$ cat src/common/board_cfg.svh
`ifndef BOARD_CFG_SVH
`define BOARD_CFG_SVH

// data memory depth in 32-bit words
`define MEM_WORDS 4096

// I/O window in byte addresses, both ends inclusive
`define IO_START 32'h0000_8000
`define IO_END   32'h0000_81FF

`endif

$ cat src/common/board_pkg.sv
`default_nettype none

package board_pkg;

    typedef logic [31:0] word_t;        // one data word
    typedef logic [31:0] addr_t;        // byte address
    typedef logic [15:0] gpio_t;        // one bit per digital pin
    typedef logic [4:0]  irq_vector_t;  // 0 to 15 for inputs, 16 for the timer

    typedef enum logic [1:0] {
        BYTE,
        HALF,
        WORD
    } store_width_t;

    typedef enum logic {
        ARB_IDLE,
        ARB_WAIT_STORE   // a store lost to a load and is replayed this cycle
    } arb_state_t;

    typedef struct packed {
        logic         request;
        addr_t        address;
        word_t        data;
        store_width_t width;
    } store_req_t;

    typedef struct packed {
        logic  request;
        addr_t address;
    } load_req_t;

endpackage : board_pkg

`default_nettype wire

$ cat src/gpio/gpio_ports.sv
`timescale 1ns/1ps
`default_nettype none

module gpio_ports (
    input  wire logic         clk_i,
    input  wire logic         rst_n_i,
    input  board_pkg::gpio_t  digital_i,
    output board_pkg::gpio_t  gpi_level_o,
    output board_pkg::gpio_t  gpi_rise_o,
    input  board_pkg::gpio_t  gpo_write_i,
    input  wire logic         gpo_data_i,
    output board_pkg::gpio_t  gpo_level_o
);
    import board_pkg::*;

    gpio_t sync1_q;  // first stage, may go metastable
    gpio_t sync2_q;
    gpio_t prev_q;   // level one cycle ago, for the rise
    gpio_t gpo_q;

    always_ff @(posedge clk_i or negedge rst_n_i) begin
        if (!rst_n_i) begin
            sync1_q <= '0;
            sync2_q <= '0;
            prev_q  <= '0;
        end else begin
            sync1_q <= digital_i;
            sync2_q <= sync1_q;
            prev_q  <= sync2_q;
        end
    end

    assign gpi_level_o = sync2_q;
    assign gpi_rise_o  = sync2_q & ~prev_q;

    always_ff @(posedge clk_i or negedge rst_n_i) begin
        if (!rst_n_i) begin
            gpo_q <= '0;
        end else begin
            for (int i = 0; i < 16; i++) begin
                if (gpo_write_i[i]) begin
                    gpo_q[i] <= gpo_data_i;
                end
            end
        end
    end

    assign gpo_level_o = gpo_q;

    a_gpo_write_onehot: assert property (@(posedge clk_i) disable iff (!rst_n_i)
        $onehot0(gpo_write_i));

endmodule : gpio_ports

`default_nettype wire

$ cat config.mk
export PLATFORM = sky130hd
export DESIGN_NAME = gpio_ports
export DESIGN_NICKNAME = d
export VERILOG_FILES = /design/src/common/board_cfg.svh /design/src/common/board_pkg.sv /design/src/gpio/gpio_ports.sv
export SDC_FILE = /design/constraint.sdc
export NUM_CORES = 1
export LEC_CHECK = 0
export BUFFER_PORTS_ARGS = -buffer_cell sky130_fd_sc_hd__buf_4
export CAP_MARGIN = 15
export CORE_MARGIN = 2
export CORE_UTILIZATION = 30
export DETAILED_ROUTE_END_ITERATION = 12
export HOLD_SLACK_MARGIN = 0.06
export PLACE_DENSITY = 0.56
export SLEW_MARGIN = 20
export SYNTH_ARGS = -nofsm -noshare
export SYNTH_HDL_FRONTEND = slang
export SYNTH_SLANG_ARGS = --single-unit
$ cat constraint.sdc
create_clock -name clk_i -period 1.2 [get_ports clk_i]
set_clock_uncertainty 0.05 [all_clocks]
set_input_delay 0.06 -clock clk_i [delete_from_list [all_inputs] [get_ports clk_i]]
set_output_delay 0.06 -clock clk_i [all_outputs]
set_load 0.01 [all_outputs]
==> impl_metrics.tcl <==
set metrics [dict create \
    grt_usage_pct 12.6 \
    max_slew_margin_pct 77.6 \
    wl_mm 4.02 \
    path_clk_slew_ns 0.07 \
    cts_max_level 3 \
    switchingPower_mw 1.10 \
    syn_area_per_cell_um2 19.9 \
    slew_viol_final 0 \
    cts-buffers-inserted 9 \
    num_rows 29 \
    crit_type "reg2out" \
    ant_nets 0 \
    die_h_um 84.2 \
    period_share_pct 94.4 \
    pre_cts_slack_ns 0.385 \
    io_pins 83 \
    finalInstanceArea_um2 3190 \
    nets 259 \
    yosysMostFrequentCell "dfrtp_1" \
    drive_above_1_share_pct 50.7 \
    synth_area_leaders "dfrtp_1, mux2_4, nor2b_1" \
    p_sw_share_pct 23.4 \
    synth_common_cells "dfrtp_1, nor2b_1, mux2_4" \
    post-synth-top-area-fraction_pct 83.0 \
    synth_area_um2 1930 \
    fp.dieW_um 84.2 \
    synth_top_area_cell "dfrtp_1" \
    synth_fp_nets 132 \
    portBuffers 82 \
    p_clk_share_pct 37.8 \
    n_antenna_cell 0 \
    syn_inst 97 \
    status "finished, final reports clean" \
    p_leak_nw 1.53 \
    post-route-util_pct 50.8 \
    yosysWarnings 0 \
    power.internal_mw 3.61 \
    peakVddDrop_mv 0.918 \
    clock-root-buffer "clkbuf_8" \
    crit_chain "nor2b_1 > buf_4" \
    worstSkewPairLatency_ns 0.33 \
    dp_hpwl_mm 2.44 \
    max_stage_delay_ns 0.36 \
    crit_path_start_kind "register" \
    critPathSlowestCell "dfrtp_1" \
    clockBufferDepth 2 \
    ys_seq_area_share_pct 83.0 \
    cp-startpoint "gpi_level_o[11]$_DFF_PN0_" \
    crit_fanout 3 \
    rsz0062_at_grt "false" \
    cts_tree "yes" \
    seqPwrFrac_pct 50.1 \
    antenna_found_initial 0 \
    ys_types 5 \
    crit_path_end_kind "output pin" \
    fin_ws_ns 0.0668 \
    pwr-share-comb_pct 12.0 \
    placed_area_um2 2650 \
    dieArea_um2 7090 \
    avgViaCountPerCell 4.08 \
    power_mw 4.71 \
    synth_ff_type "dfrtp_1" \
    clock-sinks 64 \
    core_area_um2 6280 \
    finalHoldViolations 0 \
    crit_buf_inv 1 \
    p_per_area_nw_per_um2 1480 \
    fmax_mhz 882 \
    finalCriticalPeriod_ns 1.13 \
    crit_family "flip-flops" \
    drt_pass1_iterations 4 \
    finalSetupTns_ns 0 \
    grt_max_degree 65 \
    overflow 0 \
    tightest_slew_ns 0.335 \
    synth_seq_cells 64 \
    syn_to_final_growth_pct 65.3 \
    vias 1248 \
    synth_edf_count 0 \
    gp_congestion 0.698 \
    arrival_ns 1.02 \
    drc 0 \
    maxCapViolCount 0 \
    grt_pass1_vias 1397 \
    synth-async-reset-ratio_pct 100 \
    setup_violations 0 \
    crit_required_ns 1.09 \
    wire_per_inst_um 13.2 \
    grt_pass1_wl_mm 6.71 \
    first_iter_violations 44 \
    hold_path.class "in2async" \
    initial_core_util_pct 30.8 \
    timing.rr.start "gpo_level_o[7]$_DFFE_PN0P_" \
]
[cells in the final DEF, fill, tap and decap left out]
cell type,instances
clkinvlp_4,2
nor2b_2,1
mux2_2,6
nor2b_1,15
bufinv_16,1
buf_12,1
dfrtp_1,64
dlygate4sd3_1,34
mux2_4,10
clkinv_4,2
buf_4,82
clkbuf_8,9
clkinv_2,2
[cell families (layout without fill, tap and decap cells)]
kind of cell	Yosys count	after routing	share of synthesized area [%]
AND/OR/NAND/NOR	16	16	5.18
flip-flops	64	64	83.0
multiplexers	16	16	11.3
buffers and inverters	1	133	0.583
[tightest hold or removal path, stage by stage]
cell           delay (ns)
dlygate4sd3_1        0.53
buf_4                0.12
buf_12               0.28
[routing by layer]
| metal | part of all wire (%) | global-route usage [%] | wire, um | vias to the layer above |
|---|---|---|---|---|
| met3 | 9.2 | 6.49 | 370 | 6 |
| met5 | 0 | 0 | 0 | - |
| met4 | 1.2 | 6.16 | 50 | 0 |
| met1 | 36 | 13.3 | 1430 | 617 |
| li1 | - | - | - | 567 |
| met2 | 54 | 20.9 | 2170 | 58 |
[registers in the layout, indices dropped and copies added, names as in the netlist]
signal       flops
gpi_level_o     16
gpo_level_o     16
prev_q          16
sync1_q         16
[through the flow]
step	std cells	hold WS [ns]
finish	306	0.207
global route	306	0.226
CTS	306	0.221
detailed placement	256	0.0346
global placement	256	0.0208
floorplan	97	-0.286
[final timing paths]
check                                             end  slack [ns]  depth (start not counted)
max                                    gpi_rise_o[11]        0.07                          2
min                              sync1_q[6]$_DFF_PN0_        0.21                          3
max reg2reg                gpo_level_o[7]$_DFFE_PN0P_        0.38                          1
min reg2reg                  gpi_level_o[4]$_DFF_PN0_        0.30                          0
max in group asynchronous  gpo_level_o[1]$_DFFE_PN0P_        0.61                          3
min in group clk_i           gpi_level_o[4]$_DFF_PN0_        0.30                          0
[repair_timing]
item                                    CTS  global route
endpoints found under the setup margin    0             1
hold endpoints to repair                 96             0
gates resized for setup                   0             1
buffers inserted                          0             0
hold buffers                             34             0
[area by class of cell]
| type | instances | area (um^2) |
|---|---|---|
| clock buffer | 9 | 124 |
| clock inverter | 7 | 72.6 |
| multi-input combinational | 32 | 320 |
| timing repair buffer | 117 | 976 |
| sequential | 64 | 1600 |
| tap | 77 | 96.3 |
| fill | 540 | 3090 |
[power by group through the flow]
stage                     clock network, mW  logic (mW)  registers, mW
after floorplan                           0       0.118           2.43
after global placement                    0       0.474           2.39
after detailed placement                  0       0.483           2.40
after CTS                              1.84       0.571           2.36
after global routing                   1.96       0.612           2.38
final                                  1.78       0.567           2.36
Note: power is estimated with default switching activity, not from simulation.
