[config.mk]
export PLATFORM = sky130hd
export DESIGN_NAME = mmio_timer
export DESIGN_NICKNAME = d
export VERILOG_FILES = /design/src/common/board_cfg.svh /design/src/common/board_pkg.sv /design/src/timer/mmio_timer.sv
export SDC_FILE = /design/constraint.sdc
export NUM_CORES = 1
export LEC_CHECK = 0
export BUFFER_PORTS_ARGS = -buffer_cell sky130_fd_sc_hd__buf_2
export CORE_UTILIZATION = 50
export DETAILED_ROUTE_END_ITERATION = 7
export PLACE_DENSITY = 0.72
export SLEW_MARGIN = 20
export SYNTH_ARGS = -nofsm -noshare
export SYNTH_HDL_FRONTEND = slang
export SYNTH_SLANG_ARGS = --single-unit
export TNS_END_PERCENT = 20
[constraint.sdc]
create_clock -name clk_i -period 2.9 [get_ports clk_i]
set_input_delay 0.435 -clock clk_i [delete_from_list [all_inputs] [get_ports clk_i]]
set_output_delay 0.435 -clock clk_i [all_outputs]
set_load 0.01 [all_outputs]
[src/common/board_cfg.svh]
`ifndef BOARD_CFG_SVH
`define BOARD_CFG_SVH

// data memory depth in 32-bit words
`define MEM_WORDS 4096

// I/O window in byte addresses, both ends inclusive
`define IO_START 32'h0000_8000
`define IO_END   32'h0000_81FF

`endif

[src/common/board_pkg.sv]
`default_nettype none

package board_pkg;

    typedef logic [31:0] word_t;        // one data word
    typedef logic [31:0] addr_t;        // byte address
    typedef logic [15:0] gpio_t;        // one bit per digital pin
    typedef logic [4:0]  irq_vector_t;  // 0 to 15 for inputs, 16 for the timer

    typedef enum logic [1:0] {
        BYTE,
        HALF,
        WORD
    } store_width_t;

    typedef enum logic {
        ARB_IDLE,
        ARB_WAIT_STORE   // a store lost to a load and is replayed this cycle
    } arb_state_t;

    typedef struct packed {
        logic         request;
        addr_t        address;
        word_t        data;
        store_width_t width;
    } store_req_t;

    typedef struct packed {
        logic  request;
        addr_t address;
    } load_req_t;

endpackage : board_pkg

`default_nettype wire

[src/timer/mmio_timer.sv]
`timescale 1ns/1ps
`default_nettype none

module mmio_timer (
    input  wire logic          clk_i,
    input  wire logic          rst_n_i,
    input  wire logic          write_i,
    input  wire logic [1:0]    wr_index_i,
    input  board_pkg::word_t   wr_data_i,
    input  wire logic [1:0]    rd_index_i,
    output board_pkg::word_t   rd_data_o,
    output logic               timer_irq_o
);

    logic [63:0] counter_q;
    logic [63:0] compare_q;
    logic        counter_wr;  // a store to either counter word

    assign counter_wr = write_i && !wr_index_i[1];

    always_ff @(posedge clk_i or negedge rst_n_i) begin
        if (!rst_n_i) begin
            counter_q <= '0;
        end else if (counter_wr) begin
            if (wr_index_i[0]) begin
                counter_q[63:32] <= wr_data_i;
            end else begin
                counter_q[31:0] <= wr_data_i;
            end
        end else begin
            counter_q <= counter_q + 64'd1;
        end
    end

    always_ff @(posedge clk_i or negedge rst_n_i) begin
        if (!rst_n_i) begin
            compare_q <= '0;
        end else if (write_i && wr_index_i[1]) begin
            if (wr_index_i[0]) begin
                compare_q[63:32] <= wr_data_i;
            end else begin
                compare_q[31:0] <= wr_data_i;
            end
        end
    end

    always_comb begin
        unique case (rd_index_i)
            2'd0:    rd_data_o = counter_q[31:0];
            2'd1:    rd_data_o = counter_q[63:32];
            2'd2:    rd_data_o = compare_q[31:0];
            default: rd_data_o = compare_q[63:32];
        endcase
    end

    // a zero compare means disarmed
    assign timer_irq_o = (compare_q != '0) && (counter_q >= compare_q);

endmodule : mmio_timer

`default_nettype wire

==> impl_metrics.toml <==
[drt]
drt_wl_total_mm = 30.07
vias = 8308
firstDrtPassIters = 5
top_layer = "met4"
routedWlPerCell_um = 23.74
vias_per_cell = 6.557
detail-route-antenna-nets = 0
drtIter0Drc = 938
route.met3.wl_mm = 2.916
routed-wl-met2_mm = 13.90
drc = 0
wl_met1_mm = 12.12

[power_and_ir_drop]
p_leak_nw = 4.759
totalPowerFinal_mw = 7.288
pwr-share-seq = 0.359
vdd.ir_drop.worst_uv = 479.0
comb_power_share = 0.366
intPower_mw = 4.489
p_per_area_nw_per_um2 = 680.4
swShare = 0.3842
pwr-share-clk = 0.275
p_switching_mw = 2.800

[critical_path]
crit_path_start_kind = "register"
crit_required_ps = 2470
crit_fanout = 4
cp_slowest_stage_delay_ps = 450
cp_cell_sequence = "ha_1 > nand2b_1 > a2111oi_4 > o31ai_1 > a211o_1 > nand3_2 > a31oi_4 > buf_6"
endpoint_kind = "output port"
crit_start = "compare_q[0]"
path_depth = 8
worst_r2r_path_depth = 6
crit_slowest_cell = "dfrtp_1"
crit_family = "compound AO/OA/AOI/OAI gates"
r2r_setup_slack_ps = 230
crit_end = "timer_irq_o"
worstPathArrival_ps = 2660
crit_type = "register to output port"
r2r_end = "counter_q[38]"
reg2reg_from = "counter_q[29]"
path_buf_inv = 1

[placed_design]
routabilityCongestion = 0.9494
port_buffers = 71
dpl.hpwl_mm = 21.52
placed_cells = 1224

[cts]
clkSlewWorstSetupHoldPaths_ps = 60
cts_tree = "built"
cts_num_sinks = 128
holdBufCountCts = 0
cts_buffer_depth = 2
clock_latency_ps = 440
numCtsBuffers = 17
htree_levels = 4
clock-root-buffer = "clkbuf_16"

[floorplanning]
core_area_um2 = 17240
boundaryPins = 72
fp.dieH_um = 134.7
die_x_um = 134.7
start_util = 0.5106
rows = 48
die_area_um2 = 18140

[worst_hold_path]
hp-class = "primary input to asynchronous set/reset pin"

[final_layout]
final_net_count = 1133
n_fill_cell = 1422
antenna_cells = 0
syn2layout_area_growth_pct = 21.71
finalNonFillerCells = 1267
drive_gt1_frac = 0.3196

[grt]
grt_first_pass_wirelength_mm = 47.26
grt_max_degree = 64
grtUsageTotal = 0.3514
grt_overflow = 0
grt_pass1_vias = 8218
antenna_found_initial = 0

[sta]
tightest_slew_ps = 785.4
fmax_mhz = 323.2
period_minus_slack_ps = 3094
timing_max_transition_violations_final = 0
maxSlewHeadroom = 0.4715
final.period_utilization = 1.067
rsz0062_at_grt = "yes"
finClkSkew_ps = 14.69
final-hold-violation-count = 0
final-setup-viol-count = 1
layout_setup_ws_ps = -193.6

[synthesis]
synth_top_cell_by_area = "dfrtp_1"
synth_top_area_frac = 0.3639
yosys_warnings = 0
ys_seq_elements = 128
ys_top_cells_by_area = "dfrtp_1, ha_1, mux4_2"
synth_edf_count = 0
synthesis.nets = 997
syn_area_um2 = 8801
syn-instance-count = 893
syn_avg_cell_area_um2 = 9.855
async_flop_share = 1.000
yosysSeqAreaShare = 0.3639
synth_ff_type = "dfrtp_1"
synth.distinct_cells = 57

[flow_run]
maxCapViolCount = 0

[run_status]
status = "finished with violations"
violations = "setup timing"
## layout by cell type (no fill, tap or decap), drive strengths merged, types with 3 or more instances in the layout
master and n:
nor2b 3, mux2 62, and2 13, a311oi 11, o21a 6, nor4 31, nor3 20, o211ai 7
nand2 63, a221o 3, dfrtp 128, and3 23, o21ai 28, a221oi 4, a22oi 5, mux2i 8
o22ai 4, clkbuf 18, o221a 7, a211oi 25, a31oi 3, a211o 4, a21oi 44, or4 4
nor2 59, o311ai 4, nand2b 5, ha 65, inv 78, buf 162, nand3 37, clkinvlp 7
mux4 32, nand4 37, and4 10
## cell usage after synthesis (2+ instances only)
| cell type | n |
|---|---|
| a211o_1 | 4 |
| a21o_1 | 2 |
| nor2b_1 | 3 |
| o211ai_1 | 7 |
| buf_1 | 6 |
| nor4_1 | 27 |
| nand4_1 | 35 |
| a21oi_1 | 44 |
| buf_2 | 4 |
| nor4_2 | 2 |
| nand4_2 | 2 |
| a221oi_1 | 4 |
| a22oi_1 | 5 |
| nor2_1 | 59 |
| mux2_2 | 62 |
| inv_1 | 73 |
| nor4_4 | 2 |
| o22ai_1 | 4 |
| o31ai_1 | 2 |
| a2111oi_0 | 2 |
| clkbuf_1 | 34 |
| o21a_1 | 6 |
| or4_1 | 3 |
| a311oi_1 | 11 |
| ha_1 | 65 |
| o21ba_2 | 2 |
| mux4_2 | 32 |
| a311o_1 | 2 |
| o311ai_0 | 4 |
| a31oi_1 | 3 |
| nand3_1 | 37 |
| dfrtp_1 | 128 |
| and2_1 | 12 |
| and3_1 | 23 |
| a221o_1 | 3 |
| and4_1 | 10 |
| mux2i_1 | 8 |
| o221a_2 | 7 |
| nand2_1 | 63 |
| nand2b_1 | 5 |
| a211oi_1 | 25 |
| o21ai_0 | 28 |
| nor3_1 | 19 |
## logic make-up after synthesis
logic type | synth area share
adder cells (fa/ha/maj) | 0.09241
flip-flops | 0.3639
AND/OR/NAND/NOR | 0.1888
buffers and inverters | 0.05175
XOR/XNOR | 0.0009953
multiplexers | 0.1703
AO/OA/AOI/OAI | 0.1318
## flip-flops by register name, indices dropped and copies added, names as in the netlist
name and count:
counter_q 64, compare_q 64
## how the worst min path moves through the flow
stage               slack [ps]             to
floorplan                  140   compare_q[0]
global placement           480  compare_q[58]
detailed placement         480  compare_q[58]
CTS                         30  counter_q[58]
global route                70  compare_q[58]
finish                       4  compare_q[58]
## worst reg2reg max path: stages (launching register included)
cell	delay [ps]
dfrtp_1	480
nand4_2	170
or4_1	630
nor4_2	460
and3_1	380
a211oi_1	120
a311o_1	290
## per-layer routing
layer / vias to the layer above / GRT usage
met3: 83 / 0.07395
met1: 4109 / 0.4751
li1: 3665 / -
met2: 451 / 0.5401
met4: 0 / 0.1654
met5: - / 0
## power groups by stage
stage	Combinational, mW	Clock, mW	Sequential, mW
after CTS	2.58	2.02	2.59
after detailed placement	2.42	0	2.62
final	2.67	2.00	2.62
after global placement	2.35	0	2.61
after floorplan	1.52	0	2.50
after global routing	2.90	2.09	2.66
## cell type report
| cell class | count | area, um2 | area share |
|---|---|---|---|
| Multi-Input combinational cell | 647 | 5333 | 0.4978 |
| Sequential cell | 128 | 3208 | 0.2995 |
| Timing Repair Buffer | 162 | 1076 | 0.1005 |
| Clock inverter | 14 | 110.1 | 0.01028 |
| Clock buffer | 18 | 429.2 | 0.04007 |
| Tap cell | 225 | 281.5 | 0.02628 |
| Inverter | 73 | 274.0 | 0.02558 |
## through the flow
stage	setup WS, ps	hold WS [ps]	setup TNS (ps)	util	cell area, um2
3_5_place_dp	-7.817	484.3	-7.817	0.5744	9901
2_1_floorplan	530.6	139.4	0	-	8801
3_3_place_gp	82.96	483.5	0	0.5744	9901
5_1_grt	-253.8	69.33	-253.8	0.6214	10710
6_report	-193.6	3.653	-193.6	0.6214	10710
4_1_cts	-149.0	28.36	-149.0	0.6175	10640
## repair_timing
item                       CTS  global route
setup endpoints to repair    1             1
setup buffers                8             3
gates resized for setup     28             8
cloned                       0             0
pin swaps                    6             3
Note: power is estimated with default switching activity, not from simulation.
