## config.mk

```make
export PLATFORM = sky130hd
export DESIGN_NAME = mmio_arbiter
export DESIGN_NICKNAME = d
export VERILOG_FILES = /design/src/common/board_pkg.sv /design/src/hdl/mmio_arbiter.sv
export VERILOG_INCLUDE_DIRS = /design/src /design/src/common
export SDC_FILE = /design/constraint.sdc
export NUM_CORES = 1
export LEC_CHECK = 0
export ABC_CLOCK_PERIOD_IN_PS = 4700
export CORE_AREA = 3 3 151 153
export CTS_BUF_LIST = sky130_fd_sc_hd__clkbuf_4 sky130_fd_sc_hd__clkbuf_8
export DETAILED_ROUTE_END_ITERATION = 8
export DIE_AREA = 0 0 154 156
export DONT_BUFFER_PORTS = 1
export PLACE_DENSITY = 0.45
export SLEW_MARGIN = 20
export SYNTH_ARGS = -nofsm -noshare
export SYNTH_HDL_FRONTEND = slang
export SYNTH_SLANG_ARGS = --single-unit
```

## constraint.sdc

```tcl
create_clock -name clk_i -period 4.7 [get_ports clk_i]
set_clock_uncertainty 0.05 [all_clocks]
set_input_delay 0.94 -clock clk_i [delete_from_list [all_inputs] [get_ports clk_i]]
set_output_delay 0.94 -clock clk_i [all_outputs]
set_load 0.02 [all_outputs]
```

## src/common/board_cfg.svh

```systemverilog
`ifndef BOARD_CFG_SVH
`define BOARD_CFG_SVH

// data memory depth in 32-bit words
`define MEM_WORDS 4096

// I/O window in byte addresses, both ends inclusive
`define IO_START 32'h0000_8000
`define IO_END   32'h0000_81FF

`endif

```

## src/common/board_pkg.sv

```systemverilog
`default_nettype none

package board_pkg;

    typedef logic [31:0] word_t;        // one data word
    typedef logic [31:0] addr_t;        // byte address
    typedef logic [15:0] gpio_t;        // one bit per digital pin
    typedef logic [4:0]  irq_vector_t;  // 0 to 15 for inputs, 16 for the timer

    typedef enum logic [1:0] {
        BYTE,
        HALF,
        WORD
    } store_width_t;

    typedef enum logic {
        ARB_IDLE,
        ARB_WAIT_STORE   // a store lost to a load and is replayed this cycle
    } arb_state_t;

    typedef struct packed {
        logic         request;
        addr_t        address;
        word_t        data;
        store_width_t width;
    } store_req_t;

    typedef struct packed {
        logic  request;
        addr_t address;
    } load_req_t;

endpackage : board_pkg

`default_nettype wire

```

## src/hdl/mmio_arbiter.sv

```systemverilog
`timescale 1ns/1ps
`default_nettype none

`include "board_cfg.svh"

module mmio_arbiter (
    input  wire logic              clk_i,
    input  wire logic              rst_n_i,
    input  board_pkg::store_req_t  store_req_i,
    input  board_pkg::load_req_t   load_req_i,
    output logic                   store_done_o,
    output logic                   load_valid_o,
    output board_pkg::word_t       load_data_o,
    output board_pkg::store_req_t  mem_store_o,
    output board_pkg::load_req_t   mem_load_o,
    input  wire logic              mem_store_done_i,
    input  wire logic              mem_load_valid_i,
    input  board_pkg::word_t       mem_load_data_i,
    output board_pkg::gpio_t       gpo_write_o,
    output logic                   gpo_data_o,
    input  board_pkg::gpio_t       gpi_level_i,
    input  board_pkg::gpio_t       gpo_level_i,
    output logic                   timer_write_o,
    output logic [1:0]             timer_wr_index_o,
    output board_pkg::word_t       timer_wr_data_o,
    output logic [1:0]             timer_rd_index_o,
    input  board_pkg::word_t       timer_rd_data_i
);
    import board_pkg::*;

    arb_state_t state_q, state_d;
    store_req_t store_hold_q;   // store parked while a load takes the cycle
    store_req_t eff_store;      // the store acted on this cycle
    logic       store_in_io, store_io;
    logic       load_in_io, load_io;
    logic       io_done_q, io_valid_q;
    word_t      io_rd_data, io_rd_data_q;

    always_comb begin
        state_d   = ARB_IDLE;
        eff_store = store_req_i;
        unique case (state_q)
            ARB_IDLE: begin
                if (store_req_i.request && load_req_i.request) begin
                    state_d           = ARB_WAIT_STORE;
                    eff_store.request = 1'b0;  // load wins, store waits one cycle
                end
            end
            ARB_WAIT_STORE: begin
                eff_store         = store_hold_q;
                eff_store.request = 1'b1;
            end
            default: ;
        endcase
    end

    always_ff @(posedge clk_i or negedge rst_n_i) begin
        if (!rst_n_i) begin
            state_q    <= ARB_IDLE;
            io_done_q  <= 1'b0;
            io_valid_q <= 1'b0;
        end else begin
            state_q    <= state_d;
            io_done_q  <= store_io;
            io_valid_q <= load_io;
        end
    end

    always_ff @(posedge clk_i) begin
        if (state_q == ARB_IDLE && store_req_i.request && load_req_i.request) begin
            store_hold_q <= store_req_i;
        end
        if (load_io) begin
            io_rd_data_q <= io_rd_data;  // captured at the request
        end
    end

    assign store_in_io = (eff_store.address >= `IO_START) && (eff_store.address <= `IO_END);
    assign store_io    = eff_store.request && store_in_io;

    always_comb begin
        mem_store_o         = eff_store;
        mem_store_o.request = eff_store.request && !store_in_io;
    end

    // bit 8 picks the timer, otherwise bit 7 clear picks an output pin
    always_comb begin
        gpo_write_o = '0;
        if (store_io && !eff_store.address[8] && !eff_store.address[7]) begin
            gpo_write_o[eff_store.address[5:2]] = 1'b1;
        end
    end

    assign gpo_data_o       = eff_store.data[0];
    assign timer_write_o    = store_io && eff_store.address[8];
    assign timer_wr_index_o = eff_store.address[3:2];
    assign timer_wr_data_o  = eff_store.data;

    assign load_in_io = (load_req_i.address >= `IO_START) && (load_req_i.address <= `IO_END);
    assign load_io    = load_req_i.request && load_in_io;

    assign mem_load_o.request = load_req_i.request && !load_in_io;
    assign mem_load_o.address = load_req_i.address;
    assign timer_rd_index_o   = load_req_i.address[3:2];

    always_comb begin
        io_rd_data = '0;  // pin reads are zero-extended
        if (load_req_i.address[8]) begin
            io_rd_data = timer_rd_data_i;
        end else if (load_req_i.address[7]) begin
            io_rd_data[0] = gpi_level_i[load_req_i.address[5:2]];
        end else begin
            io_rd_data[0] = gpo_level_i[load_req_i.address[5:2]];
        end
    end

    assign store_done_o = mem_store_done_i | io_done_q;
    assign load_valid_o = mem_load_valid_i | io_valid_q;
    assign load_data_o  = io_valid_q ? io_rd_data_q : mem_load_data_i;

    // a done is the answer to a store seen one cycle back, or two when deferred
    a_done_has_store: assert property (@(posedge clk_i) disable iff (!rst_n_i)
        store_done_o |-> ($past(store_req_i.request) || $past(store_req_i.request, 2)));

    a_no_store_while_held: assert property (@(posedge clk_i) disable iff (!rst_n_i)
        (state_q == ARB_WAIT_STORE) |-> !store_req_i.request);

endmodule : mmio_arbiter

`default_nettype wire

```

==> results.tsv <==
stage	metric	value	unit
logic_synthesis	synthesized cell area	5600	um^2
sta	Fin. Hold Viols	0	
logic_synthesis	Ys Warns	0	
logic_synthesis	Post-Syn Nets	622	
power	LEAKAGE	1.77	nW
die	core box area	21700	um^2
outcome	status	completed	
die	chip width	154	um
setup_path	Critical-path top delay cell	dfrtp_2	
die	I/O pin total	388	
sta	min cycle time layout	4250	ps
setup_path	crit start category	flip-flop	
logic_synthesis	register area share after synthesis	53.9	%
die	Core Rows	54	
sta	period utilisation layout	90.4	%
drt	drt total wl	14200	um
clock_tree	clock root cell	clkbuf_8	
layout	final core occ	26.3	%
die	Die Span Y	156	um
logic_synthesis	post-synth cell types	35	
setup_path	Worst Path Arrival	3260	ps
clock_tree	worst-case clock buffer depth	2	
setup_path	worst path cell trace	buf_4 -> a22oi_1 -> a2111oi_2 -> nand2b_1 -> nor2b_1	
layout	layout cells sized above 1	38.5	%
power	Worst IR Drop VDD	0.147	mV
global_routing	largest net degree at the start of global routing	55	
run	max cap viols	0	
sta	Relative slew margins	46.2	%
clock_tree	Clock Latency Late Sink	380	ps
layout	P&R area growth vs syn	1.99	%
hold_path	Hold WC Path Type	in -> async	
global_routing	antenna violations before repair	3	
sta	RSZ-0062 raised after global routing	false	
global_routing	first-pass GRT wire length	20300	um
logic_synthesis	top cells by count, synth	edfxtp_1, mux2_2, buf_4, and2_1, nor3_1	
setup_path	CP max stage delay	680	ps
global_routing	vias in the first global route	3454	
drt	Routed Antenna Nets	0	
logic_synthesis	FFs w/ async S/R, synth	2.97	%
sta	FMAX	235	MHz
global_routing	overall routing resource usage	11.0	%
logic_synthesis	synthesized flop and latch total	101	
drt	DRT iter0 DRCs	167	
setup_path	buffers and inverters on the worst path	1	
clock_tree	CTS Buf Count	9	
setup_path	critical-path maximum fanout	36	
setup_path	reg2reg setup slack	2060	ps
place	gp weighted congestion	0.758	
setup_path	Top delay family on crit path	simple AND/OR/NAND/NOR gates	
logic_synthesis	Synth Instances	422	
clock_tree	Clock Sinks	101	
drt	vias per inst	4.83	
setup_path	Worst EP required	3710	ps
clock_tree	post-cts sizing count	0	
place	DP Wirelength	10900	um
layout	post-layout net count	566	
logic_synthesis	Synth area leaders	edfxtp_1, mux2_2, buf_4	
sta	post-route setup TNS	0	ps
sta	endpoints failing setup	0	
die	die area	24000	um^2
drt	DR DRC count	0	
sta	worst-margin pin slew	807	ps
power	PD cells	325	nW/um^2
global_routing	GRT overflow	0	
setup_path	crit end category	output port	
place	number of port buffers	0	
layout	final cell area excluding filler cells	5710	um^2
clock_tree	TritonCTS clock tree	yes	
logic_synthesis	EDFF count, synth	98	
drt	1st-pass router iterations	6	
drt	DR WL/cell	21.7	um
logic_synthesis	most numerous cell in the Yosys netlist	edfxtp_1	
logic_synthesis	prevailing post-synth register cell	edfxtp_1	
logic_synthesis	biggest area consumer among synthesized cells	edfxtp_1	
die	Starting Density	25.8	%
clock_tree	H-tree depth	3	
clock_tree	Post-CTS Setup Repair Bufs	0	
place	post-placement cell area	5520	um^2
clock_tree	hold_buf cts	0	
sta	Max Slew Vio Count	0	
setup_path	critical path class	reg -> out	
logic_synthesis	Synth top area share	52.5	%
logic_synthesis	syn_area_per_cell	13.3	um^2
drt	total number of vias	3152	
clock_tree	clock-pin slew on the worst setup and hold paths	110	ps
[routing by layer]
metal	wire length (um)	vias up	global-route usage [%]
met1	4980	1532	11.6
met2	7710	206	19.9
met3	1220	25	4.16
met4	253	4	3.95
li1	-	1385	-
met5	17	-	0
[cell usage in the layout, fill, tap and decap left out, types with 2 or more instances in the layout]
master,count
edfxtp_1,98
nor2_1,10
nor4b_1,2
nand3_1,5
nor4_1,8
mux4_2,4
or3_1,2
nand2_1,9
inv_1,8
o2111ai_1,3
nor2b_1,2
nor3_1,19
inv_6,2
a22oi_1,3
clkbuf_8,9
dfrtp_1,2
and2_1,31
mux2_2,96
or2_2,2
mux2i_1,10
inv_8,3
nand4_1,3
nor3b_1,3
buf_4,21
[flip-flops by register name (all words and copies together), names as in the netlist]
name,count
store_hold_q,66
io_valid_q,1
io_done_q,1
state_q,1
io_rd_data_q,32
[path summary, 6_finish.rpt]
path / cells past startpoint / startpoint / endpoint
min: 0 / rst_n_i / state_q
max reg2reg: 5 / state_q / io_done_q
min reg2reg: 2 / state_q / state_q
min in group clk_i: 0 / store_req_i[50] / store_hold_q[50]
max: 5 / state_q / timer_write_o
max in group asynchronous: 0 / rst_n_i / state_q
[cell families after synthesis]
| group | share of synthesized area (%) |
|---|---|
| muxes | 22.7 |
| DFF | 53.9 |
| and+or+nand+nor | 10.1 |
| buffers and inverters | 11.3 |
| AOI/OAI and AO/OA | 2.12 |
[where the power goes]
group	internal (mW)	total, mW	switching [mW]
Sequential	1.02	1.03	0.0113
Combinational	0.0828	0.270	0.187
Clock	0.207	0.561	0.354
Total	1.31	1.86	0.552
[final cells by class]
type	count	area (um^2)
clock inverter	7	63.8
multi-input combinational	225	1970
tap	280	350
inverter	8	30.0
fill	2259	16000
antenna	1	2.50
timing repair buffer	21	158
clock buffer	9	124
sequential	101	3020
[per-stage QoR]
step	hold WS [ps]	cells	power [mW]	setup slack, ps
2_1_floorplan	594	422	1.36	309
3_3_place_gp	595	635	1.32	715
3_5_place_dp	595	635	1.32	659
4_1_cts	148	651	1.91	341
5_1_grt	137	651	1.96	124
6_report	194	652	1.86	451
Note: power is estimated with default switching activity, not from simulation.
