--- src/common/board_cfg.svh ---
`ifndef BOARD_CFG_SVH
`define BOARD_CFG_SVH

// data memory depth in 32-bit words
`define MEM_WORDS 4096

// I/O window in byte addresses, both ends inclusive
`define IO_START 32'h0000_8000
`define IO_END   32'h0000_81FF

`endif

--- src/common/board_pkg.sv ---
`default_nettype none

package board_pkg;

    typedef logic [31:0] word_t;        // one data word
    typedef logic [31:0] addr_t;        // byte address
    typedef logic [15:0] gpio_t;        // one bit per digital pin
    typedef logic [4:0]  irq_vector_t;  // 0 to 15 for inputs, 16 for the timer

    typedef enum logic [1:0] {
        BYTE,
        HALF,
        WORD
    } store_width_t;

    typedef enum logic {
        ARB_IDLE,
        ARB_WAIT_STORE   // a store lost to a load and is replayed this cycle
    } arb_state_t;

    typedef struct packed {
        logic         request;
        addr_t        address;
        word_t        data;
        store_width_t width;
    } store_req_t;

    typedef struct packed {
        logic  request;
        addr_t address;
    } load_req_t;

endpackage : board_pkg

`default_nettype wire

--- src/hdl/interrupt_controller.sv ---
`timescale 1ns/1ps
`default_nettype none

module interrupt_controller (
    input  wire logic              clk_i,
    input  wire logic              rst_n_i,
    input  board_pkg::gpio_t       gpi_rise_i,
    input  wire logic              timer_irq_i,
    input  wire logic              irq_ack_i,
    output logic                   irq_o,
    output board_pkg::irq_vector_t irq_vector_o
);
    import board_pkg::*;

    logic        timer_prev_q;
    logic        timer_rise;
    logic [16:0] pending_q;  // bit 16 is the timer, 15:0 the input pins

    assign timer_rise = timer_irq_i && !timer_prev_q;

    always_ff @(posedge clk_i or negedge rst_n_i) begin
        if (!rst_n_i) begin
            timer_prev_q <= 1'b0;
            pending_q    <= '0;
        end else begin
            timer_prev_q <= timer_irq_i;
            if (irq_ack_i) begin
                pending_q <= '0;  // edges in the acknowledge cycle are dropped
            end else begin
                pending_q <= pending_q | {timer_rise, gpi_rise_i};
            end
        end
    end

    assign irq_o = |pending_q;

    // timer first, then the highest input index
    always_comb begin
        irq_vector_o = '0;
        if (pending_q[16]) begin
            irq_vector_o = irq_vector_t'(16);
        end else begin
            for (int i = 0; i < 16; i++) begin
                if (pending_q[i]) begin
                    irq_vector_o = irq_vector_t'(i);
                end
            end
        end
    end

endmodule : interrupt_controller

`default_nettype wire

--- config.mk ---
export PLATFORM = sky130hd
export DESIGN_NAME = interrupt_controller
export DESIGN_NICKNAME = d
export VERILOG_FILES = /design/src/common/board_cfg.svh /design/src/common/board_pkg.sv /design/src/hdl/interrupt_controller.sv
export SDC_FILE = /design/constraint.sdc
export NUM_CORES = 1
export LEC_CHECK = 0
export BUFFER_PORTS_ARGS = -buffer_cell sky130_fd_sc_hd__buf_2
export CORE_MARGIN = 5
export CORE_UTILIZATION = 51
export DETAILED_ROUTE_END_ITERATION = 16
export PLACE_DENSITY = 0.9
export SLEW_MARGIN = 15
export SYNTH_ARGS = -nofsm -noshare
export SYNTH_HDL_FRONTEND = slang
export SYNTH_SLANG_ARGS = --single-unit
export TNS_END_PERCENT = 5
--- constraint.sdc ---
create_clock -name clk_i -period 2.2 [get_ports clk_i]
set_clock_uncertainty 0.15 [all_clocks]
set_input_delay 0.11 -clock clk_i [delete_from_list [all_inputs] [get_ports clk_i]]
set_output_delay 0.11 -clock clk_i [all_outputs]
set_load 0.02 [all_outputs]
==> results of run 1 <==
==> timing repair <==
item / 4_1_cts / 5_1_grt
hold buffers: 18 / 0
setup buffers: 0 / 0
hold endpoints to repair: 36 / 0
==> sequential cells by signal, summed over array words and instances (netlist names) <==
signal	flops
pending_q	17
timer_prev_q	1
==> where the power goes <==
group	internal, uW	total, uW	switching, uW	leakage (uW)
clock	101	208	106	0.0000210
sequential	353	378	25.9	0.000225
combinational	65.3	133	67.3	0.000300
==> per-layer routing <==
metal,vias to the layer above,share of wire (%),track usage (%)
li1,371,-,-
met1,353,43,23.4
met2,31,48,29.8
met3,7,6.8,2.75
met4,0,2.9,10.8
met5,-,0,0
==> cell type report <==
cell class	count	area, um2
Multi-Input combinational cell	62	289
Clock buffer	4	36.3
Timing Repair Buffer	43	305
Tap cell	16	20.0
Fill cell	99	355
Inverter	4	15.0
Sequential cell	18	450
==> per-stage QoR <==
| step | worst slack, ns | cell area [um2] |
|---|---|---|
| after floorplan | 0.819 | 772 |
| after global placement | 0.760 | 900 |
| after detailed placement | 0.729 | 900 |
| after CTS | 0.384 | 1120 |
| after global routing | 0.261 | 1120 |
| final | 0.364 | 1120 |
==> cell families after synthesis <==
group           count (synthesis)
compound gates                 10
flops                          18
buf+inv                         7
simple gates                   52
==> worst paths after layout <==
kind | slack (ns) | startpoint | end | cells after the start
worst min register to register | 0.39 | pending_q[3]$_DFF_PN0_ | pending_q[3]$_DFF_PN0_ | 2
min in group asynchronous | 0.10 | rst_n_i | pending_q[5]$_DFF_PN0_ | 2
worst max register to register | 1.20 | pending_q[16]$_DFF_PN0_ | pending_q[16]$_DFF_PN0_ | 2
max in group asynchronous | 1.53 | rst_n_i | timer_prev_q$_DFF_PN0_ | 2
worst min-delay path | 0.02 | irq_ack_i | pending_q[2]$_DFF_PN0_ | 2
worst max-delay path | 0.36 | pending_q[13]$_DFF_PN0_ | irq_o | 4
==> layout by cell type (no fill, tap or decap) <==
| cell type | Yosys | final |
|---|---|---|
| a21oi_1 | 5 | 5 |
| a311oi_1 | 1 | 1 |
| and3_1 | 1 | 1 |
| buf_2 | 2 | 25 |
| clkbuf_4 | 0 | 3 |
| clkbuf_8 | 0 | 1 |
| dfrtp_1 | 18 | 18 |
| dlygate4sd3_1 | 0 | 18 |
| inv_1 | 4 | 4 |
| nand2_1 | 2 | 2 |
| nand2b_1 | 1 | 1 |
| nand3_1 | 2 | 2 |
| nand4_1 | 1 | 1 |
| nor2_1 | 40 | 40 |
| nor2_2 | 2 | 2 |
| nor3_1 | 1 | 1 |
| nor4_2 | 1 | 1 |
| nor4b_1 | 1 | 1 |
| o21ai_0 | 1 | 1 |
| o22ai_1 | 1 | 1 |
| o311a_1 | 1 | 1 |
| o311ai_1 | 1 | 1 |
==> flow_summary_export.csv, run 1 <==
group,metric,value,unit
synth,synth_fp_nets,107,
power_and_ir_drop,ir_drop,0.458,mV
critical_path,max_stage_delay,0.43,ns
critical_path,cp_cell_sequence,"nor4_2 -> and3_1 -> nand4_1 -> buf_2",
critical_path,crit_type,"flip-flop to output port",
drt,first_pass_iters,4,
die,initial_core_util,52.5,%
critical_path,timing.critical_path.required,1.94,ns
synth,synth_simple_gate_area_share,29.2,%
drt,via_count,762,
critical_path,critical_path_buf_inv_count,1,
synth,synth_most_common_cell,"nor2_1",
finish,fin_cells,147,
drt,wl,2.07,mm
power_and_ir_drop,p_leak,0.000546,uW
clock_network,root_buffer,"clkbuf_4",
timing,final.min_clock_period,1.84,ns
grt,antenna_found_initial,0,
critical_path,critPathTopFamily,"simple AND/OR/NAND/NOR gates",
critical_path,cpMaxStageDelayCell,"dfrtp_1",
finish,antenna_cells,0,
worst_hold_path,min_path_type,"primary input to flip-flop",
power_and_ir_drop,p_per_area,644,mW/mm2
grt,grt_pass1_vias,756,
clock_network,clk_pin_slew_worst_paths,0.10,ns
die,top_level_ports,26,
synth,synth_area_per_cell,8.87,um2
drt,drt_iter0_markers,25,
clock_network,ctsResizeCount,0,
outcome,run_status,"completed",
place,dp_hpwl,1.23,mm
synth,ys.flop_type,"dfrtp_1",
synth,async_flop_share,100,%
clock_network,numCtsBuffers,3,
synth,synthCells,87,
drt,viasPerCell,5.18,
finish,drive_above_1_share,24.4,%
timing,setup_viol,0,
synth,synthTopCellsByArea,"dfrtp_1, nor2_1, a21oi_1",
synth,synth_xor_area_share,0,%
critical_path,cp-end-kind,"output port",
synth,synth_seq_cells,18,
timing,fmax,0.545,GHz
drt,ant_nets,0,
timing,hold_ws,0.0186,ns
clock_network,cts.sinks,18,
die,die_y,48.9,um
clock_network,h-tree-depth,1,
clock_network,cts_tree,"yes",
synth,syn_area,772,um2
timing,relSlewSlack,74.6,%
die,row_count,14,
synth,synth_edf_count,0,
synth,synth_largest_area_cell,"dfrtp_1",
timing,rsz0062_at_grt,"no",
die,fp.coreArea,0.00147,mm2
job,cap_violations,0,
timing,max_slew.worst_pin.slew,0.376,ns
power_and_ir_drop,p_total,719,uW
finish,fin_nets,152,
timing,period_share,83.4,%
synth,synth_cell_types,20,
drt,wire_per_inst,14.1,um
place,dp_cells,125,
timing,setup_tns,0,ns
critical_path,critPathMaxFanout,4,
die,die_w,48.9,um
critical_path,critPathLaunchType,"flip-flop",
timing,hold_viol,0,
place,io_buffers,25,
synth,synth_warnings,0,
grt,track_usage,18.5,%
synth,synth_compound_area_share,8.27,%
place,gp_congestion,0.860,
critical_path,cp.arrival,1.58,ns
synth,synth_top_family_by_area,"simple AND/OR/NAND/NOR gates",
clock_network,clockBufferDepth,2,
die,dieArea,0.00239,mm2
synth,synthAdderAreaFrac,0,%
grt,grt_pass1_wl,3.46,mm
finish,final_util,75.9,%
grt,grt_max_degree,19,
synth,synthTopCellsByCount,"nor2_1, dfrtp_1, a21oi_1",
grt,grt_overflow,0,
drt,drc,0,
synth,synth_top_area_share,58.3,%
finish,area_delta_synth_final,44.6,%
clock_network,clkLatencyLatePin,0.30,ns
synth,muxShareOfSynthArea,0,%
synth,ys_seq_area_share,58.3,%
timing,maxSlewViolCount,0,
(Power assumes the default switching activity.)
==> run 2: changes to the inputs <==
- CORE_UTILIZATION: 51 -> 47
- PLACE_DENSITY: 0.9 -> 0.84
- clock period: 2.2 -> 1.8 ns (I/O delays scaled with it)
==> run 2 against run 1 <==
- via count decreased by 1.8%
- critical endpoint unchanged
- register-to-register slack got worse by 0.34 ns
- non-clock buffer count grew 1
- flip-flop and latch count unchanged
- worst setup slack lost 0.34 ns
- global-route usage shrank 3.0 points
- clock-buffer cell count unchanged
- core utilization fell by 0.48 points
- sequential share of layout area decreased by 0.93 points
- hold slack got worse by 0.011 ns
- die area is 6.8% higher
- total power up 22%
- largest power group unchanged
==> flow_summary_export.csv, run 2 (synthesis results as in run 1) <==
group,metric,value,unit
outcome,run_status,"completed",
drt,via_count,748,
power_and_ir_drop,power_frac_seq,52.9,%
power_and_ir_drop,clkPwrFrac,27.7,%
drt,viasPerCell,5.05,
timing,rsz0062_at_grt,"yes",
power_and_ir_drop,p_int,642,uW
clock_network,cts_tree,"yes",
grt,track_usage,15.5,%
die,top_level_ports,26,
grt,antenna_found_initial,0,
clock_network,root_buffer,"clkbuf_4",
drt,wl_met2,1.02,mm
timing,fmax,0.564,GHz
finish,final_cell_mix,"nor2_1, buf_2, dlygate4sd3_1",
drt,drt_iter0_markers,31,
timing,max_slew.worst_pin.slew,0.391,ns
critical_path,crit_type,"flip-flop to output port",
critical_path,r2r_setup_slack,0.86,ns
place,gp_congestion,0.833,
power_and_ir_drop,power.share.switching,26.7,%
timing,hold_viol,0,
die,initial_core_util,50.7,%
critical_path,max_stage_delay,0.45,ns
place,dp_cells,125,
drt,ant_nets,0,
clock_network,cts.sinks,18,
job,cap_violations,0,
clock_network,h-tree-depth,1,
drt,wl_met1,740,um
finish,antenna_cells,0,
grt,grt_overflow,0,
finish,largest-register,"pending_q",
place,postPlaceCellArea,900,um2
timing,layout_setup_ws,0.0271,ns
finish,largest_reg_flops,17,
drt,wire_per_inst,13.0,um
timing,period_share,98.5,%
critical_path,critical_path.startpoint,"pending_q[14]$_DFF_PN0_",
place,io_buffers,25,
critical_path,cp.arrival,1.53,ns
grt,grt_pass1_wl,2.98,mm
critical_path,cp_cell_sequence,"nor4_4 -> and3_4 -> nand4_1 -> buf_2",
finish,area_delta_synth_final,48.8,%
power_and_ir_drop,p_comb_share,19.5,%
drt,wl_met3,110,um
critical_path,critical_path_buf_inv_count,1,
critical_path,reg2reg_from,"pending_q[16]$_DFF_PN0_",
finish,final_common_cell,"nor2_1",
power_and_ir_drop,ir_drop,0.450,mV
critical_path,cp-end-kind,"output port",
finish,biggestRegsByFlops,"pending_q: 17 flops, timer_prev_q: 1 flops",
clock_network,clk_pin_slew_worst_paths,0.10,ns
finish,fin_nets,153,
drt,drc,0,
power_and_ir_drop,switchingPower,234,uW
worst_hold_path,min_from,"irq_ack_i",
power_and_ir_drop,p_leak,0.000552,uW
critical_path,timing.critical_path.required,1.56,ns
timing,relSlewSlack,73.9,%
die,dieArea,0.00255,mm2
place,dp_worst_setup_slack,0.371,ns
timing,final.min_clock_period,1.77,ns
grt,grt_max_degree,19,
finish,drive_above_1_share,28.0,%
die,die_y,50.5,um
critical_path,critPathLaunchType,"flip-flop",
finish,fin_cells,148,
drt,first_pass_iters,4,
critical_path,critPathMaxFanout,3,
timing,maxSlewViolCount,0,
clock_network,clockBufferDepth,2,
clock_network,numCtsBuffers,3,
grt,grt_pass1_vias,692,
drt,top_layer,"met4",
die,fp.coreArea,0.00152,mm2
timing,setup_viol,0,
clock_network,clkLatencyLatePin,0.29,ns
die,row_count,14,
critical_path,critPathTopFamily,"simple AND/OR/NAND/NOR gates",
drt,wl,1.92,mm
worst_hold_path,min_path_type,"primary input to flip-flop",
finish,fin_area,0.00115,mm2
power_and_ir_drop,p_per_area,762,mW/mm2
critical_path,cpMaxStageDelayCell,"dfrtp_2",
die,die_w,50.5,um
## run 2: path summary, 6_finish.rpt
check                                           to  depth (start not counted)
max                                          irq_o                          4
min                         pending_q[5]$_DFF_PN0_                          2
max reg2reg                pending_q[16]$_DFF_PN0_                          2
min reg2reg                 pending_q[2]$_DFF_PN0_                          2
max in group asynchronous  pending_q[14]$_DFF_PN0_                          2
min in group asynchronous  pending_q[10]$_DFF_PN0_                          2
## run 2: metal layers
| metal | up-vias | track usage [%] |
|---|---|---|
| met3 | 4 | 2.66 |
| met1 | 348 | 17.3 |
| li1 | 375 | - |
| met5 | - | 0 |
| met2 | 21 | 26.7 |
| met4 | 0 | 10.2 |
## run 2: worst register-to-register path: stages, from the launching register on
cell and delay, ns:
dfrtp_1 0.47, a21oi_1 0.15, nor2_1 0.05
## run 2: final cells by class
cell class | count | area, um2
Clock buffer | 4 | 36.3
Fill cell | 100 | 375
Inverter | 4 | 15.0
Multi-Input combinational cell | 62 | 309
Sequential cell | 18 | 453
Tap cell | 16 | 20.0
Timing Repair Buffer | 44 | 315
## run 2: through the flow
stage               hold slack, ns  total power (uW)  util (%)  TNS (ns)
global placement            -0.121               591      59.0         0
finish                     0.00760               876      75.4         0
detailed placement          -0.114               594      59.0         0
global route                0.0147               921      75.4   -0.0613
floorplan                   -0.356               542         -         0
CTS                       0.000723               866      73.2         0
## run 2: what timing repair did
| action | 4_1_cts | 5_1_grt |
|---|---|---|
| hold endpoints to repair | 36 | 0 |
| buffers inserted | 0 | 1 |
| setup endpoints to repair | 0 | 4 |
| resized for setup | 0 | 6 |
| hold buffers | 18 | 0 |
## run 2: power by group through the flow
stage	clock (uW)	combinational, uW	sequential (uW)
floorplan	0	81.5	461
global placement	0	124	467
detailed placement	0	126	468
CTS	249	157	460
global route	265	189	468
finish	242	170	463
==> run 3: changes to the inputs <==
- BUFFER_PORTS_ARGS: -buffer_cell sky130_fd_sc_hd__buf_2 -> -buffer_cell sky130_fd_sc_hd__clkbuf_2
==> run 3 against run 2 <==
- sequential share of layout area down 0.68 points
- clock-buffer cell count is the same
- clock power barely moved
- via count rose by 1.7%
- non-clock buffer count up 2
- core utilization grew 1.3 points
- die area unchanged
- sequential power about the same
- critical path depth grew 1
- critical path type unchanged
- critical endpoint is now irq_vector_o[1]
- largest power group unchanged
==> flow_summary_export.csv, run 3 (synthesis results as in run 1) <==
group,metric,value,unit
outcome,run_status,"completed",
die,initial_core_util,50.7,%
critical_path,crit_end,"irq_vector_o[1]",
grt,grt_overflow,0,
die,row_count,14,
timing,fmax,0.562,GHz
grt,use_met2,27.1,%
timing,rsz0062_at_grt,"yes",
finish,fin_nets,155,
die,die_w,50.5,um
critical_path,reg2reg_from,"pending_q[6]$_DFF_PN0_",
place,postPlaceCellArea,900,um2
finish,area_delta_synth_final,51.4,%
place,gp_congestion,0.840,
grt,track_usage,16.0,%
finish,fill_cells,93,
critical_path,cp-end-kind,"output port",
grt,grt_max_degree,19,
drt,drt_iter0_markers,13,
drt,first_pass_iters,4,
worst_hold_path,min_path_type,"primary input to flip-flop",
grt,grt_util_met1,19.6,%
timing,relSlewSlack,71.1,%
critical_path,critical_path.startpoint,"pending_q[6]$_DFF_PN0_",
finish,largest_reg_flops,17,
drt,drc,0,
timing,max_slew.worst_pin.slew,0.434,ns
drt,wire_per_inst,13.1,um
critical_path,crit_type,"flip-flop to output port",
finish,largest-register,"pending_q",
timing,period_share,98.9,%
grt,grt_pass1_vias,747,
grt,grt_pass1_wl,3.20,mm
place,dp_hpwl,1.31,mm
timing,hold_ws,0.0528,ns
die,dieArea,0.00255,mm2
finish,final_cell_mix,"nor2_1, clkbuf_2, dlygate4sd3_1",
grt,met3_usage,2.07,%
die,fp.coreArea,0.00152,mm2
finish,ff_latch_area,453,um2
finish,final_common_cell,"nor2_1",
place,io_buffers,25,
finish,antenna_cells,0,
clock_network,clockBufferDepth,2,
power_and_ir_drop,p_per_area,754,mW/mm2
critical_path,rr_endpoint,"pending_q[6]$_DFF_PN0_",
clock_network,cts_tree,"yes",
drt,ant_nets,0,
clock_network,cts.sinks,18,
grt,antenna_found_initial,0,
clock_network,numCtsBuffers,3,
grt,gr-max-usage-layer,"met2",
critical_path,cp.arrival,1.54,ns
critical_path,critPathMaxFanout,3,
power_and_ir_drop,ir_drop,0.586,mV
critical_path,critPathLaunchType,"flip-flop",
job,cap_violations,0,
worst_hold_path,min_from,"irq_ack_i",
clock_network,root_buffer,"clkbuf_4",
finish,drive_above_1_share,29.9,%
critical_path,ff2ff_path_depth,3,
critical_path,timing.critical_path.required,1.56,ns
drt,wl,1.96,mm
power_and_ir_drop,p_leak,0.000567,uW
clock_network,h-tree-depth,1,
timing,final.min_clock_period,1.78,ns
drt,via_count,761,
finish,multi_input_area,317,um2
timing,maxSlewViolCount,0,
finish,fin_area,0.00117,mm2
drt,viasPerCell,5.07,
die,die_y,50.5,um
clock_network,clk_pin_slew_worst_paths,0.10,ns
finish,biggestRegsByFlops,"pending_q: 17 flops, timer_prev_q: 1 flops",
die,top_level_ports,26,
finish,final_util,76.7,%
timing,hold_viol,0,
critical_path,r2r_setup_slack,0.81,ns
timing,setup_viol,0,
clock_network,clkLatencyLatePin,0.28,ns
[run 3: worst min-delay path by stage]
stage	end	depth (start not counted)	slack, ns
6_report	pending_q[7]$_DFF_PN0_	2	0.05
5_1_grt	pending_q[7]$_DFF_PN0_	2	0.07
4_1_cts	pending_q[7]$_DFF_PN0_	2	0.04
3_5_place_dp	pending_q[12]$_DFF_PN0_	1	-0.1
3_3_place_gp	pending_q[12]$_DFF_PN0_	1	-0.10
2_1_floorplan	pending_q[0]$_DFF_PN0_	0	-0.36
[run 3: final cells by class]
| class | instances | share of cell area (%) |
|---|---|---|
| clock buffer | 4 | 3.10 |
| inverter | 4 | 1.28 |
| multi-input combinational | 62 | 27.1 |
| sequential | 18 | 38.8 |
| tap | 16 | 1.71 |
| timing repair buffer | 46 | 28.1 |
[run 3: critical path, stage by stage, from the launching register on]
cell      delay [ns]
dfrtp_1         0.43
nor2_2          0.17
o311ai_1        0.13
a311oi_1        0.30
nor2_1          0.06
buf_2           0.16
[run 3: timing repair]
action,4_1_cts,5_1_grt
resized for setup,0,9
endpoints found under the setup margin,0,3
endpoints found under the hold margin,36,0
buffers inserted,0,3
hold buffers,18,0
[run 3: per-layer routing]
| metal | vias to the layer above | part of all wire [%] |
|---|---|---|
| met5 | - | 0 |
| li1 | 376 | - |
| met3 | 2 | 5.8 |
| met1 | 359 | 41 |
| met2 | 24 | 52 |
| met4 | 0 | 1.1 |
[run 3: metrics by stage]
step / power (uW) / setup slack (ns) / setup TNS [ns] / std cells
after global placement: 591 / 0.370 / 0 / 125
after floorplan: 542 / 0.439 / 0 / 87
after CTS: 866 / 0.00362 / 0 / 147
after detailed placement: 597 / 0.338 / 0 / 125
after global routing: 928 / -0.0758 / -0.100 / 150
final: 881 / 0.0200 / 0 / 150
[run 3: where the power goes]
group,internal (uW),switching [uW],total [uW]
clock network,123,118,241
logic,89.5,84.7,174
registers,432,34.4,466
